--- config.mk ---
export PLATFORM = sky130hd
export DESIGN_NAME = rv_core_top
export DESIGN_NICKNAME = d
export VERILOG_FILES = /design/src/common/rv_core_pkg.sv /design/src/common/rv_ex_if.sv /design/src/decode/decoder_riscv.sv /design/src/decode/rv_decode_stage.sv /design/src/rv_fetch_stage.sv /design/src/rv_alu.sv /design/src/rv_execute_stage.sv /design/src/rv_core_top.sv
export VERILOG_INCLUDE_DIRS = /design/src /design/src/common
export SDC_FILE = /design/constraint.sdc
export NUM_CORES = 2
export LEC_CHECK = 0
export ABC_AREA = 1
export BUFFER_PORTS_ARGS = -buffer_cell sky130_fd_sc_hd__buf_2
export CAP_MARGIN = 20
export CELL_PAD_IN_SITES_DETAIL_PLACEMENT = 1
export CELL_PAD_IN_SITES_GLOBAL_PLACEMENT = 1
export CORE_MARGIN = 3
export CORE_UTILIZATION = 50
export CTS_CLUSTER_DIAMETER = 60
export DETAILED_ROUTE_END_ITERATION = 6
export PLACE_DENSITY_LB_ADDON = 0.08
export SLEW_MARGIN = 20
export SYNTH_ARGS = -nofsm -noshare
export SYNTH_HDL_FRONTEND = slang
export SYNTH_SLANG_ARGS = --single-unit
export TNS_END_PERCENT = 5
--- constraint.sdc ---
create_clock -name clk_i -period 7.4 [get_ports clk_i]
set_clock_uncertainty 0.1 [all_clocks]
set_input_delay 0.74 -clock clk_i [delete_from_list [all_inputs] [get_ports clk_i]]
set_output_delay 0.74 -clock clk_i [all_outputs]
set_load 0.05 [all_outputs]
--- src/common/rv_core_cfg.svh ---
`ifndef RV_CORE_CFG_SVH
`define RV_CORE_CFG_SVH

// first fetch address after reset
`define RV_RESET_ADDR 32'h0000_0000

// number of integer registers, x0 included
`define RV_GPR_COUNT 32

`endif

--- src/common/rv_core_pkg.sv ---
`default_nettype none

package rv_core_pkg;

  // major opcode, instruction bits 6:2
  typedef enum logic [4:0] {
    OPC_LOAD     = 5'b00000,
    OPC_MISC_MEM = 5'b00011,
    OPC_OP_IMM   = 5'b00100,
    OPC_AUIPC    = 5'b00101,
    OPC_STORE    = 5'b01000,
    OPC_OP       = 5'b01100,
    OPC_LUI      = 5'b01101,
    OPC_BRANCH   = 5'b11000,
    OPC_JALR     = 5'b11001,
    OPC_JAL      = 5'b11011,
    OPC_SYSTEM   = 5'b11100
  } opcode_e;

  // {group, funct3}; group 11 is the branch compares
  typedef enum logic [4:0] {
    ALU_ADD  = 5'b00000,
    ALU_SLL  = 5'b00001,
    ALU_SLTS = 5'b00010,
    ALU_SLTU = 5'b00011,
    ALU_XOR  = 5'b00100,
    ALU_SRL  = 5'b00101,
    ALU_OR   = 5'b00110,
    ALU_AND  = 5'b00111,
    ALU_SUB  = 5'b01000,
    ALU_SRA  = 5'b01101,
    ALU_EQ   = 5'b11000,
    ALU_NE   = 5'b11001,
    ALU_LTS  = 5'b11100,
    ALU_GES  = 5'b11101,
    ALU_LTU  = 5'b11110,
    ALU_GEU  = 5'b11111
  } alu_op_e;

  typedef enum logic [1:0] {
    OP_A_RS1     = 2'd0,
    OP_A_CURR_PC = 2'd1,
    OP_A_ZERO    = 2'd2
  } op_a_sel_e;

  typedef enum logic [2:0] {
    OP_B_RS2   = 3'd0,
    OP_B_IMM_I = 3'd1,
    OP_B_IMM_U = 3'd2,
    OP_B_IMM_S = 3'd3
  } op_b_sel_e;

  // same encoding as funct3 of loads and stores
  typedef enum logic [2:0] {
    MEM_B  = 3'b000,
    MEM_H  = 3'b001,
    MEM_W  = 3'b010,
    MEM_BU = 3'b100,
    MEM_HU = 3'b101
  } mem_size_e;

  typedef enum logic {
    WB_EX_RESULT = 1'b0,
    WB_LSU_DATA  = 1'b1
  } wb_sel_e;

endpackage

`default_nettype wire

--- src/common/rv_ex_if.sv ---
`timescale 1ns/100ps
`default_nettype none

// one decoded instruction, held in the ID/EX register
interface rv_ex_if;
  import rv_core_pkg::*;

  logic        valid;
  logic [31:0] pc;
  logic [31:0] op_a;
  logic [31:0] op_b;
  logic [31:0] rs2_data;
  logic [31:0] branch_target;
  logic [4:0]  rd;
  alu_op_e     alu_op;
  logic        gpr_we;
  logic        mem_req;
  logic        mem_we;
  mem_size_e   mem_size;
  wb_sel_e     wb_sel;
  logic        branch;
  logic        illegal;

  modport decode (
    output valid, pc, op_a, op_b, rs2_data, branch_target, rd, alu_op,
           gpr_we, mem_req, mem_we, mem_size, wb_sel, branch, illegal
  );

  modport execute (
    input valid, pc, op_a, op_b, rs2_data, branch_target, rd, alu_op,
          gpr_we, mem_req, mem_we, mem_size, wb_sel, branch, illegal
  );

endinterface

`default_nettype wire

--- src/decode/decoder_riscv.sv ---
`timescale 1ns/100ps
`default_nettype none

module decoder_riscv (
  input  logic [31:0]            fetched_instr_i,
  output rv_core_pkg::op_a_sel_e ex_op_a_sel_o,
  output rv_core_pkg::op_b_sel_e ex_op_b_sel_o,
  output rv_core_pkg::alu_op_e   alu_op_o,
  output logic                   mem_req_o,
  output logic                   mem_we_o,
  output rv_core_pkg::mem_size_e mem_size_o,
  output logic                   gpr_we_a_o,
  output rv_core_pkg::wb_sel_e   wb_src_sel_o,
  output logic                   illegal_instr_o,
  output logic                   branch_o
);
  import rv_core_pkg::*;

  localparam logic [6:0] FUNCT7_ZERO = 7'b0000000;
  localparam logic [6:0] FUNCT7_ALT  = 7'b0100000;

  opcode_e    opcode;
  logic [2:0] funct3;
  logic [6:0] funct7;

  assign opcode = opcode_e'(fetched_instr_i[6:2]);
  assign funct3 = fetched_instr_i[14:12];
  assign funct7 = fetched_instr_i[31:25];

  always_comb begin
    // defaults: nothing written, nothing requested
    ex_op_a_sel_o   = OP_A_RS1;
    ex_op_b_sel_o   = OP_B_IMM_I;
    alu_op_o        = ALU_ADD;
    mem_req_o       = 1'b0;
    mem_we_o        = 1'b0;
    mem_size_o      = MEM_B;
    gpr_we_a_o      = 1'b0;
    wb_src_sel_o    = WB_EX_RESULT;
    illegal_instr_o = 1'b0;
    branch_o        = 1'b0;

    case (opcode)
      OPC_LOAD: begin
        mem_req_o    = 1'b1;
        mem_size_o   = mem_size_e'(funct3);
        gpr_we_a_o   = 1'b1;
        wb_src_sel_o = WB_LSU_DATA;
        if (!(funct3 inside {MEM_B, MEM_H, MEM_W, MEM_BU, MEM_HU})) begin
          illegal_instr_o = 1'b1;
        end
      end

      // fence executes as a no-op
      OPC_MISC_MEM: begin
        wb_src_sel_o = WB_EX_RESULT;
      end

      OPC_OP_IMM: begin
        gpr_we_a_o = 1'b1;
        alu_op_o   = alu_op_e'({2'b00, funct3});
        if (funct3 == 3'b001 && funct7 != FUNCT7_ZERO) begin
          illegal_instr_o = 1'b1;
        end
        // srli / srai share funct3, funct7 bit 5 picks the group
        if (funct3 == 3'b101) begin
          alu_op_o = alu_op_e'({1'b0, funct7[5], funct3});
          if (funct7 != FUNCT7_ZERO && funct7 != FUNCT7_ALT) begin
            illegal_instr_o = 1'b1;
          end
        end
      end

      OPC_AUIPC: begin
        ex_op_a_sel_o = OP_A_CURR_PC;
        ex_op_b_sel_o = OP_B_IMM_U;
        gpr_we_a_o    = 1'b1;
      end

      OPC_STORE: begin
        ex_op_b_sel_o = OP_B_IMM_S;
        mem_req_o     = 1'b1;
        mem_we_o      = 1'b1;
        mem_size_o    = mem_size_e'(funct3);
        if (!(funct3 inside {MEM_B, MEM_H, MEM_W})) begin
          illegal_instr_o = 1'b1;
        end
      end

      OPC_OP: begin
        ex_op_b_sel_o = OP_B_RS2;
        gpr_we_a_o    = 1'b1;
        alu_op_o      = alu_op_e'({1'b0, funct7[5], funct3});
        if (funct7 == FUNCT7_ALT) begin
          // only sub and sra use the alternate funct7
          if (funct3 != 3'b000 && funct3 != 3'b101) begin
            illegal_instr_o = 1'b1;
          end
        end else if (funct7 != FUNCT7_ZERO) begin
          illegal_instr_o = 1'b1;
        end
      end

      OPC_LUI: begin
        ex_op_a_sel_o = OP_A_ZERO;
        ex_op_b_sel_o = OP_B_IMM_U;
        gpr_we_a_o    = 1'b1;
      end

      OPC_BRANCH: begin
        ex_op_b_sel_o = OP_B_RS2;
        alu_op_o      = alu_op_e'({2'b11, funct3});
        branch_o      = 1'b1;
        if (funct3 == 3'b010 || funct3 == 3'b011) begin
          illegal_instr_o = 1'b1;
          alu_op_o        = ALU_EQ;
        end
      end

      // jal, jalr, system and anything unknown
      default: begin
        illegal_instr_o = 1'b1;
      end
    endcase

    // compressed encodings are not supported
    if (fetched_instr_i[1:0] != 2'b11) begin
      illegal_instr_o = 1'b1;
    end

    if (illegal_instr_o) begin
      mem_req_o  = 1'b0;
      mem_we_o   = 1'b0;
      mem_size_o = MEM_B;
      gpr_we_a_o = 1'b0;
      branch_o   = 1'b0;
    end
  end

endmodule

`default_nettype wire

--- src/decode/rv_decode_stage.sv ---
`timescale 1ns/100ps
`default_nettype none

`include "rv_core_cfg.svh"

module rv_decode_stage (
  input  logic        clk_i,
  input  logic        reset_i,
  input  logic        if_valid_i,
  input  logic [31:0] if_pc_i,
  input  logic [31:0] if_instr_i,
  input  logic        wb_we_i,
  input  logic [4:0]  wb_addr_i,
  input  logic [31:0] wb_data_i,
  input  logic        redirect_i,
  rv_ex_if.decode     ex_o
);
  import rv_core_pkg::*;

  logic [31:0] gpr [`RV_GPR_COUNT];

  logic [4:0]  rs1;
  logic [4:0]  rs2;
  logic [4:0]  rd;
  logic [31:0] rs1_data;
  logic [31:0] rs2_data;
  logic [31:0] imm_i;
  logic [31:0] imm_s;
  logic [31:0] imm_b;
  logic [31:0] imm_u;
  logic [31:0] op_a;
  logic [31:0] op_b;

  op_a_sel_e   dec_op_a_sel;
  op_b_sel_e   dec_op_b_sel;
  alu_op_e     dec_alu_op;
  logic        dec_mem_req;
  logic        dec_mem_we;
  mem_size_e   dec_mem_size;
  logic        dec_gpr_we;
  wb_sel_e     dec_wb_sel;
  logic        dec_illegal;
  logic        dec_branch;

  // x0 reads zero, a write in flight wins over the array
  function automatic logic [31:0] gpr_read(input logic [4:0]  addr,
                                           input logic [31:0] rf_data,
                                           input logic        we,
                                           input logic [4:0]  waddr,
                                           input logic [31:0] wdata);
    logic [31:0] data;
    if (addr == 5'd0) begin
      data = '0;
    end else if (we && waddr == addr) begin
      data = wdata;
    end else begin
      data = rf_data;
    end
    return data;
  endfunction

  decoder_riscv u_decoder (
    .fetched_instr_i (if_instr_i),
    .ex_op_a_sel_o   (dec_op_a_sel),
    .ex_op_b_sel_o   (dec_op_b_sel),
    .alu_op_o        (dec_alu_op),
    .mem_req_o       (dec_mem_req),
    .mem_we_o        (dec_mem_we),
    .mem_size_o      (dec_mem_size),
    .gpr_we_a_o      (dec_gpr_we),
    .wb_src_sel_o    (dec_wb_sel),
    .illegal_instr_o (dec_illegal),
    .branch_o        (dec_branch)
  );

  assign rs1 = if_instr_i[19:15];
  assign rs2 = if_instr_i[24:20];
  assign rd  = if_instr_i[11:7];

  always_ff @(posedge clk_i) begin
    if (reset_i) begin
      for (int i = 0; i < `RV_GPR_COUNT; i++) begin
        gpr[i] <= '0;
      end
    end else if (wb_we_i && wb_addr_i != 5'd0) begin
      gpr[wb_addr_i] <= wb_data_i;
    end
  end

  assign rs1_data = gpr_read(rs1, gpr[rs1], wb_we_i, wb_addr_i, wb_data_i);
  assign rs2_data = gpr_read(rs2, gpr[rs2], wb_we_i, wb_addr_i, wb_data_i);

  assign imm_i = {{20{if_instr_i[31]}}, if_instr_i[31:20]};
  assign imm_s = {{20{if_instr_i[31]}}, if_instr_i[31:25], if_instr_i[11:7]};
  assign imm_b = {{19{if_instr_i[31]}}, if_instr_i[31], if_instr_i[7],
                  if_instr_i[30:25], if_instr_i[11:8], 1'b0};
  assign imm_u = {if_instr_i[31:12], 12'b0};

  always_comb begin
    case (dec_op_a_sel)
      OP_A_RS1:     op_a = rs1_data;
      OP_A_CURR_PC: op_a = if_pc_i;
      default:      op_a = '0;
    endcase
    case (dec_op_b_sel)
      OP_B_RS2:   op_b = rs2_data;
      OP_B_IMM_I: op_b = imm_i;
      OP_B_IMM_U: op_b = imm_u;
      OP_B_IMM_S: op_b = imm_s;
      default:    op_b = '0;
    endcase
  end

  // ID/EX register
  always_ff @(posedge clk_i) begin
    if (reset_i || redirect_i) begin
      ex_o.valid <= 1'b0;
    end else begin
      ex_o.valid <= if_valid_i;
    end
  end

  always_ff @(posedge clk_i) begin
    ex_o.pc            <= if_pc_i;
    ex_o.op_a          <= op_a;
    ex_o.op_b          <= op_b;
    ex_o.rs2_data      <= rs2_data;
    ex_o.branch_target <= if_pc_i + imm_b;
    ex_o.rd            <= rd;
    ex_o.alu_op        <= dec_alu_op;
    ex_o.gpr_we        <= dec_gpr_we;
    ex_o.mem_req       <= dec_mem_req;
    ex_o.mem_we        <= dec_mem_we;
    ex_o.mem_size      <= dec_mem_size;
    ex_o.wb_sel        <= dec_wb_sel;
    ex_o.branch        <= dec_branch;
    ex_o.illegal       <= dec_illegal;
  end

endmodule

`default_nettype wire

--- src/rv_fetch_stage.sv ---
`timescale 1ns/100ps
`default_nettype none

`include "rv_core_cfg.svh"

module rv_fetch_stage (
  input  logic        clk_i,
  input  logic        reset_i,
  input  logic        redirect_i,
  input  logic [31:0] redirect_pc_i,
  output logic [31:0] imem_addr_o,
  input  logic [31:0] imem_rdata_i,
  output logic        if_valid_o,
  output logic [31:0] if_pc_o,
  output logic [31:0] if_instr_o
);

  logic [31:0] pc_q;

  // next fetch address
  always_ff @(posedge clk_i) begin
    if (reset_i) begin
      pc_q <= `RV_RESET_ADDR;
    end else if (redirect_i) begin
      pc_q <= redirect_pc_i;
    end else begin
      pc_q <= pc_q + 32'd4;
    end
  end

  assign imem_addr_o = pc_q;

  // IF/ID register, word in flight is dropped on a redirect
  always_ff @(posedge clk_i) begin
    if (reset_i || redirect_i) begin
      if_valid_o <= 1'b0;
    end else begin
      if_valid_o <= 1'b1;
    end
  end

  always_ff @(posedge clk_i) begin
    if_pc_o    <= pc_q;
    if_instr_o <= imem_rdata_i;
  end

endmodule

`default_nettype wire

--- src/rv_alu.sv ---
`timescale 1ns/100ps
`default_nettype none

module rv_alu (
  input  rv_core_pkg::alu_op_e alu_op_i,
  input  logic [31:0]          a_i,
  input  logic [31:0]          b_i,
  output logic [31:0]          result_o,
  output logic                 flag_o
);
  import rv_core_pkg::*;

  logic [4:0] shamt;
  logic       lts;
  logic       ltu;

  assign shamt = b_i[4:0];
  assign lts   = $signed(a_i) < $signed(b_i);
  assign ltu   = a_i < b_i;

  always_comb begin
    result_o = '0;
    flag_o   = 1'b0;
    case (alu_op_i)
      ALU_ADD:  result_o = a_i + b_i;
      ALU_SUB:  result_o = a_i - b_i;
      ALU_SLL:  result_o = a_i << shamt;
      ALU_SLTS: result_o = {31'b0, lts};
      ALU_SLTU: result_o = {31'b0, ltu};
      ALU_XOR:  result_o = a_i ^ b_i;
      ALU_SRL:  result_o = a_i >> shamt;
      ALU_SRA:  result_o = $signed(a_i) >>> shamt;
      ALU_OR:   result_o = a_i | b_i;
      ALU_AND:  result_o = a_i & b_i;
      // branch compares only raise the flag
      ALU_EQ:   flag_o = (a_i == b_i);
      ALU_NE:   flag_o = (a_i != b_i);
      ALU_LTS:  flag_o = lts;
      ALU_GES:  flag_o = !lts;
      ALU_LTU:  flag_o = ltu;
      ALU_GEU:  flag_o = !ltu;
      default:  result_o = '0;
    endcase
  end

endmodule

`default_nettype wire

--- src/rv_execute_stage.sv ---
`timescale 1ns/100ps
`default_nettype none

module rv_execute_stage (
  rv_ex_if.execute               ex_i,
  output logic                   redirect_o,
  output logic [31:0]            redirect_pc_o,
  output logic                   wb_we_o,
  output logic [4:0]             wb_addr_o,
  output logic [31:0]            wb_data_o,
  output logic                   dmem_req_o,
  output logic                   dmem_we_o,
  output rv_core_pkg::mem_size_e dmem_size_o,
  output logic [31:0]            dmem_addr_o,
  output logic [31:0]            dmem_wdata_o,
  input  logic [31:0]            dmem_rdata_i,
  output logic                   illegal_instr_o
);
  import rv_core_pkg::*;

  logic [31:0] alu_result;
  logic        alu_flag;
  logic        taken;
  logic [31:0] ld_shifted;
  logic [31:0] ld_data;

  rv_alu u_alu (
    .alu_op_i (ex_i.alu_op),
    .a_i      (ex_i.op_a),
    .b_i      (ex_i.op_b),
    .result_o (alu_result),
    .flag_o   (alu_flag)
  );

  assign taken = ex_i.valid && ex_i.branch && alu_flag;

  // next pc of this instruction, only used by fetch when taken
  assign redirect_o    = taken;
  assign redirect_pc_o = taken ? ex_i.branch_target : ex_i.pc + 32'd4;

  assign dmem_req_o   = ex_i.valid && ex_i.mem_req;
  assign dmem_we_o    = ex_i.valid && ex_i.mem_we;
  assign dmem_size_o  = ex_i.valid ? ex_i.mem_size : MEM_B;
  assign dmem_addr_o  = {32{ex_i.valid}} & alu_result;
  assign dmem_wdata_o = {32{ex_i.valid}} & ex_i.rs2_data;

  assign illegal_instr_o = ex_i.valid && ex_i.illegal;

  // memory returns the aligned word, bring the addressed bytes down
  assign ld_shifted = dmem_rdata_i >> {alu_result[1:0], 3'b000};

  always_comb begin
    case (ex_i.mem_size)
      MEM_B:   ld_data = {{24{ld_shifted[7]}}, ld_shifted[7:0]};
      MEM_H:   ld_data = {{16{ld_shifted[15]}}, ld_shifted[15:0]};
      MEM_BU:  ld_data = {24'b0, ld_shifted[7:0]};
      MEM_HU:  ld_data = {16'b0, ld_shifted[15:0]};
      default: ld_data = dmem_rdata_i;
    endcase
  end

  assign wb_we_o   = ex_i.valid && ex_i.gpr_we;
  assign wb_addr_o = {5{ex_i.valid}} & ex_i.rd;
  assign wb_data_o = (ex_i.wb_sel == WB_LSU_DATA) ? ld_data : alu_result;

endmodule

`default_nettype wire

--- src/rv_core_top.sv ---
`timescale 1ns/100ps
`default_nettype none

module rv_core_top (
  input  logic        clk_i,
  input  logic        reset_i,
  output logic [31:0] imem_addr_o,
  input  logic [31:0] imem_rdata_i,
  output logic        dmem_req_o,
  output logic        dmem_we_o,
  output logic [2:0]  dmem_size_o,
  output logic [31:0] dmem_addr_o,
  output logic [31:0] dmem_wdata_o,
  input  logic [31:0] dmem_rdata_i,
  output logic        illegal_instr_o
);

  logic        if_valid;
  logic [31:0] if_pc;
  logic [31:0] if_instr;
  logic        wb_we;
  logic [4:0]  wb_addr;
  logic [31:0] wb_data;
  logic        redirect;
  logic [31:0] redirect_pc;

  rv_ex_if u_ex_if ();

  rv_fetch_stage u_fetch (
    .clk_i         (clk_i),
    .reset_i       (reset_i),
    .redirect_i    (redirect),
    .redirect_pc_i (redirect_pc),
    .imem_addr_o   (imem_addr_o),
    .imem_rdata_i  (imem_rdata_i),
    .if_valid_o    (if_valid),
    .if_pc_o       (if_pc),
    .if_instr_o    (if_instr)
  );

  rv_decode_stage u_decode (
    .clk_i      (clk_i),
    .reset_i    (reset_i),
    .if_valid_i (if_valid),
    .if_pc_i    (if_pc),
    .if_instr_i (if_instr),
    .wb_we_i    (wb_we),
    .wb_addr_i  (wb_addr),
    .wb_data_i  (wb_data),
    .redirect_i (redirect),
    .ex_o       (u_ex_if.decode)
  );

  rv_execute_stage u_execute (
    .ex_i            (u_ex_if.execute),
    .redirect_o      (redirect),
    .redirect_pc_o   (redirect_pc),
    .wb_we_o         (wb_we),
    .wb_addr_o       (wb_addr),
    .wb_data_o       (wb_data),
    .dmem_req_o      (dmem_req_o),
    .dmem_we_o       (dmem_we_o),
    .dmem_size_o     (dmem_size_o),
    .dmem_addr_o     (dmem_addr_o),
    .dmem_wdata_o    (dmem_wdata_o),
    .dmem_rdata_i    (dmem_rdata_i),
    .illegal_instr_o (illegal_instr_o)
  );

endmodule

`default_nettype wire

Word level (Yosys, flattened, before mapping)
Memories as Yosys holds them, arrays and structs flattened. A register that Yosys moved wholly into a read port is not among the register bits.
Cells that the tools add are included.
Widths: inputs -> output; s select.
{"block": "totals", "output_inout_bits": 102, "elab_cells": 156, "in_bits": 66, "ramBits": 1024, "register_bits": 245, "n_memories": 1}
{"memory": "u_decode.gpr", "depth": 32, "width": 32, "rd": 2, "rd_ports_with_merged_regs": 2, "wr": 32, "line_no": "rv_decode_stage.sv:20", "text": "logic [31:0] gpr [`RV_GPR_COUNT];"}
{"block": "op_classes", "n_reduce_logical": 36, "muxes": 42, "add_sub_neg": 4, "shift": 4, "order_cmp": 2, "n_bitwise": 7, "eq_ne": 42}
{"cell": "$pmux 32 s10", "n": 1}
{"cell": "$pmux 32 s4", "n": 2}
{"cell": "$mux 32", "n": 7}
{"cell": "$and 32x32->32", "n": 3}
{"cell": "$add 32x32->32", "n": 2}
{"cell": "$lt 32x32->1", "n": 2}
{"cell": "$pmux 32 s2", "n": 1}
{"cell": "$eq 5x5->1 const B", "n": 7}
{"cell": "$add 32x3->32 const B", "n": 1}
{"cell": "$eq 32x32->1", "n": 1}
{"cell": "$ne 32x32->1", "n": 1}
{"cell": "$or 32x32->32", "n": 1}
{"cell": "$reduce_or 32->1", "n": 1}
{"cell": "$shl 32x5->32", "n": 1}
{"cell": "$shr 32x5->16", "n": 1}
{"cell": "$shr 32x5->32", "n": 1}
{"cell": "$sshr 32x5->32", "n": 1}
{"cell": "$sub 32x32->32", "n": 1}
{"cell": "$xor 32x32->32", "n": 1}
{"cell": "$eq 5x3->1 const B", "n": 6}
{"cell": "$eq 5x4->1 const B", "n": 5}
{"cell": "$mux 1", "n": 22}
{"cell": "$logic_not 5->1", "n": 4}
{"cell": "$eq 5x2->1 const B", "n": 3}
{"cell": "31 further kinds", "n": 61}

Depth between registers and ports, before layout
{"block": "logic_depth", "ltp_word": 8, "depth_mapped": 30, "mapped_depth_nobuf": 25}

Cells and area by module
Synthesis repeated with hierarchy kept, for this count alone.
{"block": "hier_totals", "hier_cells": 10599, "hier_area_um2": 79849.1}
{"mod": "rv_decode_stage", "area_per_inst_um2": 63811.2, "seq_area_each_um2": 34332.9, "cells_per_inst": 7575, "n_inst": 1}
{"mod": "rv_alu", "area_per_inst_um2": 9318.9, "seq_area_each_um2": 0.0, "cells_per_inst": 1833, "n_inst": 1}
{"mod": "rv_fetch_stage", "area_per_inst_um2": 3384.5, "seq_area_each_um2": 1941.9, "cells_per_inst": 413, "n_inst": 1}
{"mod": "rv_execute_stage", "area_per_inst_um2": 2927.8, "seq_area_each_um2": 0.0, "cells_per_inst": 691, "n_inst": 1}
{"mod": "decoder_riscv", "area_per_inst_um2": 406.6, "seq_area_each_um2": 0.0, "cells_per_inst": 87, "n_inst": 1}

Least setup slack after synthesis
No wires, ideal clock.
{"block": "synth_timing", "path_type": "register -> output", "start": "register u_decode.ex_o.op_b[2]", "end": "output dmem_addr_o[27]", "slack_ns": 2.723, "stages_incl_launch_ff": 18, "arrival_ns": 3.837, "path_buffers": 5, "required_time_ns": 6.560, "cell_sequence": "dfxtp_1 > buf_2 > inv_1 > buf_2 > buf_2 > buf_1 > ha_1 > buf_2 > nor2_1 > nand2_1 > and2_1 > o21ai_1 > a21oi_1 > o21ai_0 > nand4_1 > nand4_1 > nand3_1 > a31oi_1"}
{"block": "synth_via", "elab_chain_len": 3, "elab_cells_between_ends": 7, "cone_classes": "add/sub: 2; shift: 3; mux: 1; bitwise: 1"}
{"element": "start: declaration", "line_no": "rv_ex_if.sv:25", "text": "output valid, pc, op_a, op_b, rs2_data, branch_target, rd, alu_op,"}
{"element": "$sub 32x32->32, or another cell as far along", "line_no": "rv_alu.sv:26", "text": "ALU_SUB: result_o = a_i - b_i;"}
{"element": "$pmux 32 s10 (*)", "line_no": "rv_alu.sv:24", "text": "case (alu_op_i)"}
{"element": "$and 32x32->32 (*)", "line_no": "rv_execute_stage.sv:44", "text": "assign dmem_addr_o = {32{ex_i.valid}} & alu_result;"}
{"element": "end: declaration", "line_no": "rv_core_top.sv:12", "text": "output logic [31:0] dmem_addr_o,"}
Mark *: on every way between the ends. The rest lies on a longest branch, timed or not.

Worst setup path after layout
{"block": "layout_timing", "start": "register u_decode.ex_o.op_b[1]", "end": "output dmem_addr_o[27]"}
The elaborated chain is that of the path after synthesis.

==> out/results.md <==
Cells and area
- signed area change from the synthesized netlist to the final layout: 9.48%
- Final Net Count: 8,768
- fraction of layout instances using a drive strength above 1: 0.0860
- Layout fillers: 17,176

Die
- Die Height: 390 µm
- Core Footprint: 146,000 µm²
- Die Area: 152,000 µm²
- initial cell density of the core: 0.505
- I/O pin count: 168
- floorplan row count: 140
- Die Span X: 390 µm

Setup path
- kind of critical path: reg2out
- arrival time of the worst setup path: 5.31 ns
- Req. time, crit path: 6.56 ns
- worst-path fanout max: 27
- Critical Path Start Type: register
- CP Capture Type: output pin

STA
- Max-slew headroom: 0.189
- final count of negative-setup-slack endpoints: 0
- portion of the clock cycle consumed by the worst path in the final layout: 0.832
- worst setup margin: 1.25 ns
- final critical delay including setup and external delays: 6.15 ns
- max-slew violation total from the final report: 0
- final-layout setup total negative slack: 0 ns
- endpoints failing hold: 0
- maximum achievable frequency: 162 MHz
- slew of the pin with the lowest slew margin: 1.20 ns
- RSZ-0062 raised after global routing: false

Synth
- YS warnings: 0
- combined area of all synthesized cells: 73,600 µm²
- number of synthesized register bits: 1,269
- area fraction of the dominant cell type after synthesis: 0.418
- most frequently used flop master after synthesis: sky130_fd_sc_hd__edfxtp_1
- main area contributors after synthesis: sky130_fd_sc_hd__edfxtp_1 (42%), sky130_fd_sc_hd__nor2_1 (8.4%), sky130_fd_sc_hd__nand2_1 (8.1%)
- share of flip-flops with an asynchronous set or reset: 0
- Avg Cell Area, Syn: 8.40 µm²
- post-synthesis cell type with the largest combined area: sky130_fd_sc_hd__edfxtp_1
- cell count after synthesis: 8,762
- count of different cell masters after synthesis: 73
- sequential share of the synthesized area: 0.484
- count of flip-flops with a built-in enable after synthesis: 1,024

CTS
- clock tree from TritonCTS: done
- Hold-fix buffers, CTS: 32
- Longest Clk Path Bufs: 3
- clock latency on the worst-skew pair: 0.80 ns
- H-tree lvl count: 4
- CTS sink cnt: 1,269
- Setup Fix Bufs, Post-CTS: 0
- Resized Gates After CTS: 0
- Clk Tree Root Cell: sky130_fd_sc_hd__clkbuf_16
- clock slew at the register clock pins of the worst setup and hold paths: 0.06 ns
- number of buffers added by the clock tree synthesis step: 148

Global routing
- initial antenna violation count: 15
- vias in the first global route: 74,559
- largest net degree at the start of global routing: 174
- global-route usage over all layers: 0.467
- global-route wire length before repair: 518,000 µm
- final global-route overflow total: 0

Drt
- average wire per standard cell: 34.4 µm
- number of iterations in the first detailed-routing pass: 7
- Routed WL: 365,000 µm
- remaining antenna violation count after routing: 0
- initial DRC count: 11,307
- DRC Markers: 0
- post-DR vias/cell: 7.01
- via count: 74,406

Pwr
- maximum vdd ir drop: 0.000200 V
- Pleak: 0.0317 µW
- reported net switching power: 7150 µW
- cell internal power dissipation: 13,100 µW
- switching share of total power: 0.353
- part of the power in the clock network: 0.363
- Flop pwr share: 0.411
- power per unit of standard cell area: 251 nW/µm²
- logic gate share of total power: 0.226

Place
- Setup Slack @ Placement: 1.92 ns
- port bufs: 167
- final weighted congestion in routability-driven placement: 1.09
- post-detailed-placement half-perimeter wirelength: 229,000 µm

Run status
- status: finished, final reports clean

Job
- count of maximum capacitance violations: 0

Min path
- min-delay worst type: reg2reg

-- layout by cell type, fill, tap and decap left out, types with 22 or more instances in the layout --
cell type                          n
sky130_fd_sc_hd__nor2_1         1645
sky130_fd_sc_hd__nand2_1        1526
sky130_fd_sc_hd__edfxtp_1       1024
sky130_fd_sc_hd__o21ai_0         692
sky130_fd_sc_hd__a21oi_1         656
sky130_fd_sc_hd__inv_1           424
sky130_fd_sc_hd__nand3_1         289
sky130_fd_sc_hd__dfxtp_1         231
sky130_fd_sc_hd__a221oi_1        230
sky130_fd_sc_hd__mux2i_1         229
sky130_fd_sc_hd__o221ai_1        173
sky130_fd_sc_hd__buf_2           167
sky130_fd_sc_hd__buf_4           158
sky130_fd_sc_hd__clkbuf_16       149
sky130_fd_sc_hd__ha_1            128
sky130_fd_sc_hd__a32o_1          121
sky130_fd_sc_hd__nand2_2          57
sky130_fd_sc_hd__o211ai_1         55
sky130_fd_sc_hd__xor2_1           50
sky130_fd_sc_hd__a22oi_1          49
sky130_fd_sc_hd__inv_2            40
sky130_fd_sc_hd__o22ai_1          38
sky130_fd_sc_hd__dlygate4sd3_1    32
sky130_fd_sc_hd__conb_1           32
sky130_fd_sc_hd__nor3_1           29
sky130_fd_sc_hd__clkinv_1         27
sky130_fd_sc_hd__clkinv_2         27
sky130_fd_sc_hd__a31oi_1          26
sky130_fd_sc_hd__nand4_1          26
sky130_fd_sc_hd__clkbuf_1         23
sky130_fd_sc_hd__o21ai_1          22
-- synthesized netlist by cell type, types with 39 or more instances --
master                        n
sky130_fd_sc_hd__a32o_1     121
sky130_fd_sc_hd__o211ai_1    55
sky130_fd_sc_hd__buf_1       59
sky130_fd_sc_hd__inv_1      430
sky130_fd_sc_hd__inv_2       39
sky130_fd_sc_hd__a22oi_1     49
sky130_fd_sc_hd__ha_1       128
sky130_fd_sc_hd__a21oi_1    656
sky130_fd_sc_hd__o21ai_0    693
sky130_fd_sc_hd__a221oi_1   230
sky130_fd_sc_hd__xor2_1      50
sky130_fd_sc_hd__dfxtp_1    245
sky130_fd_sc_hd__edfxtp_1  1024
sky130_fd_sc_hd__nand3_1    289
sky130_fd_sc_hd__clkbuf_1   522
sky130_fd_sc_hd__o221ai_1   173
sky130_fd_sc_hd__mux2i_1    229
sky130_fd_sc_hd__buf_2       99
sky130_fd_sc_hd__nand2_1   1589
sky130_fd_sc_hd__nor2_1    1648
-- layout make-up --
| type | count | area, µm² | area share |
|---|---|---|---|
| inverter | 475 | 1820 | 0.0225 |
| multi-input combinational | 6308 | 33300 | 0.413 |
| tap | 1917 | 2400 | 0.0298 |
| timing repair buffer | 369 | 2580 | 0.0320 |
| clock buffer | 188 | 4040 | 0.0501 |
| sequential | 1269 | 35700 | 0.443 |
| antenna | 6 | 15.0 | 0.000186 |
| clock inverter | 84 | 781 | 0.00969 |
-- power groups by stage --
stage / registers, µW / clock network, µW / logic [µW]
finish: 8320 / 7360 / 4580
global route: 8330 / 7640 / 4770
detailed placement: 8430 / 0 / 4330
CTS: 8290 / 7340 / 4370
global placement: 8410 / 0 / 4260
floorplan: 8260 / 0 / 2860
-- state kept, by name (all words and copies together) (netlist names) --
register                     flops
u_decode.ex_o.alu_op             5
u_decode.ex_o.branch             1
u_decode.ex_o.branch_target     32
u_decode.ex_o.gpr_we             1
u_decode.ex_o.illegal            1
u_decode.ex_o.mem_req            1
u_decode.ex_o.mem_size           3
u_decode.ex_o.mem_we             1
u_decode.ex_o.op_a              32
u_decode.ex_o.op_b              32
u_decode.ex_o.rd                 5
u_decode.ex_o.rs2_data          32
u_decode.ex_o.valid              1
u_decode.ex_o.wb_sel             1
u_decode.gpr                  1024
u_fetch.if_instr_o              32
u_fetch.if_pc_o                 32
u_fetch.if_valid_o               1
u_fetch.imem_addr_o             32
-- layer usage --
metal / vias up / GRT usage / wire length, µm
met1: 36660 / 0.606 / 133000
met5: - / 0 / 96
li1: 30263 / - / -
met4: 14 / 0.324 / 29800
met3: 1584 / 0.125 / 49200
met2: 5885 / 0.680 / 153000
-- critical path: stages, from the launching register on --
cell and delay, ns:
sky130_fd_sc_hd__dfxtp_2 0.65, sky130_fd_sc_hd__inv_2 0.36, sky130_fd_sc_hd__ha_1 0.44, sky130_fd_sc_hd__nor2_1 0.29
sky130_fd_sc_hd__nand2_1 0.10, sky130_fd_sc_hd__and2_1 0.20, sky130_fd_sc_hd__o21ai_1 0.57, sky130_fd_sc_hd__a21oi_1 0.29
sky130_fd_sc_hd__o21ai_0 0.46, sky130_fd_sc_hd__nand4_1 0.33, sky130_fd_sc_hd__nand4_1 0.16, sky130_fd_sc_hd__nand3_1 0.12
sky130_fd_sc_hd__a31oi_1 0.25, sky130_fd_sc_hd__buf_2 0.30
-- kinds of logic after synthesis --
group | count (synthesis) | share of synthesized area
XOR/XNOR | 64 | 0.00761
flip-flops | 1269 | 0.484
buffers and inverters | 1216 | 0.0687
other | 1 | 0.0000509
AO/OA/AOI/OAI | 2197 | 0.189
adder cells (fa/ha/maj) | 131 | 0.0226
AND/OR/NAND/NOR | 3655 | 0.197
multiplexers | 229 | 0.0311
-- final timing paths --
| check | end | slack [ns] | depth (start not counted) | startpoint |
|---|---|---|---|---|
| worst max-delay path | dmem_addr_o[27] | 1.25 | 13 | u_decode.ex_o.op_b[1] |
| worst min-delay path | u_fetch.if_pc_o[17] | 0.28 | 0 | u_fetch.imem_addr_o[17] |
| worst max register to register | u_decode.ex_o.op_a[27] | 1.49 | 16 | u_decode.ex_o.op_b[1] |
| worst min register to register | u_fetch.if_pc_o[17] | 0.28 | 0 | u_fetch.imem_addr_o[17] |
-- stage by stage --
stage / cell area, µm² / util / cells / hold WS, ns / power [µW]
after detailed placement: 75400 / 0.517 / 10306 / 0.275 / 12800
after floorplan: 73700 / - / 8793 / 0.231 / 11100
after global placement: 75400 / 0.517 / 10306 / 0.263 / 12700
final: 80600 / 0.552 / 10616 / 0.280 / 20300
after global routing: 80600 / 0.552 / 10611 / 0.264 / 20700
after CTS: 80600 / 0.552 / 10610 / 0.208 / 20000
No activity file was read; power rests on OpenSTA's default activity.
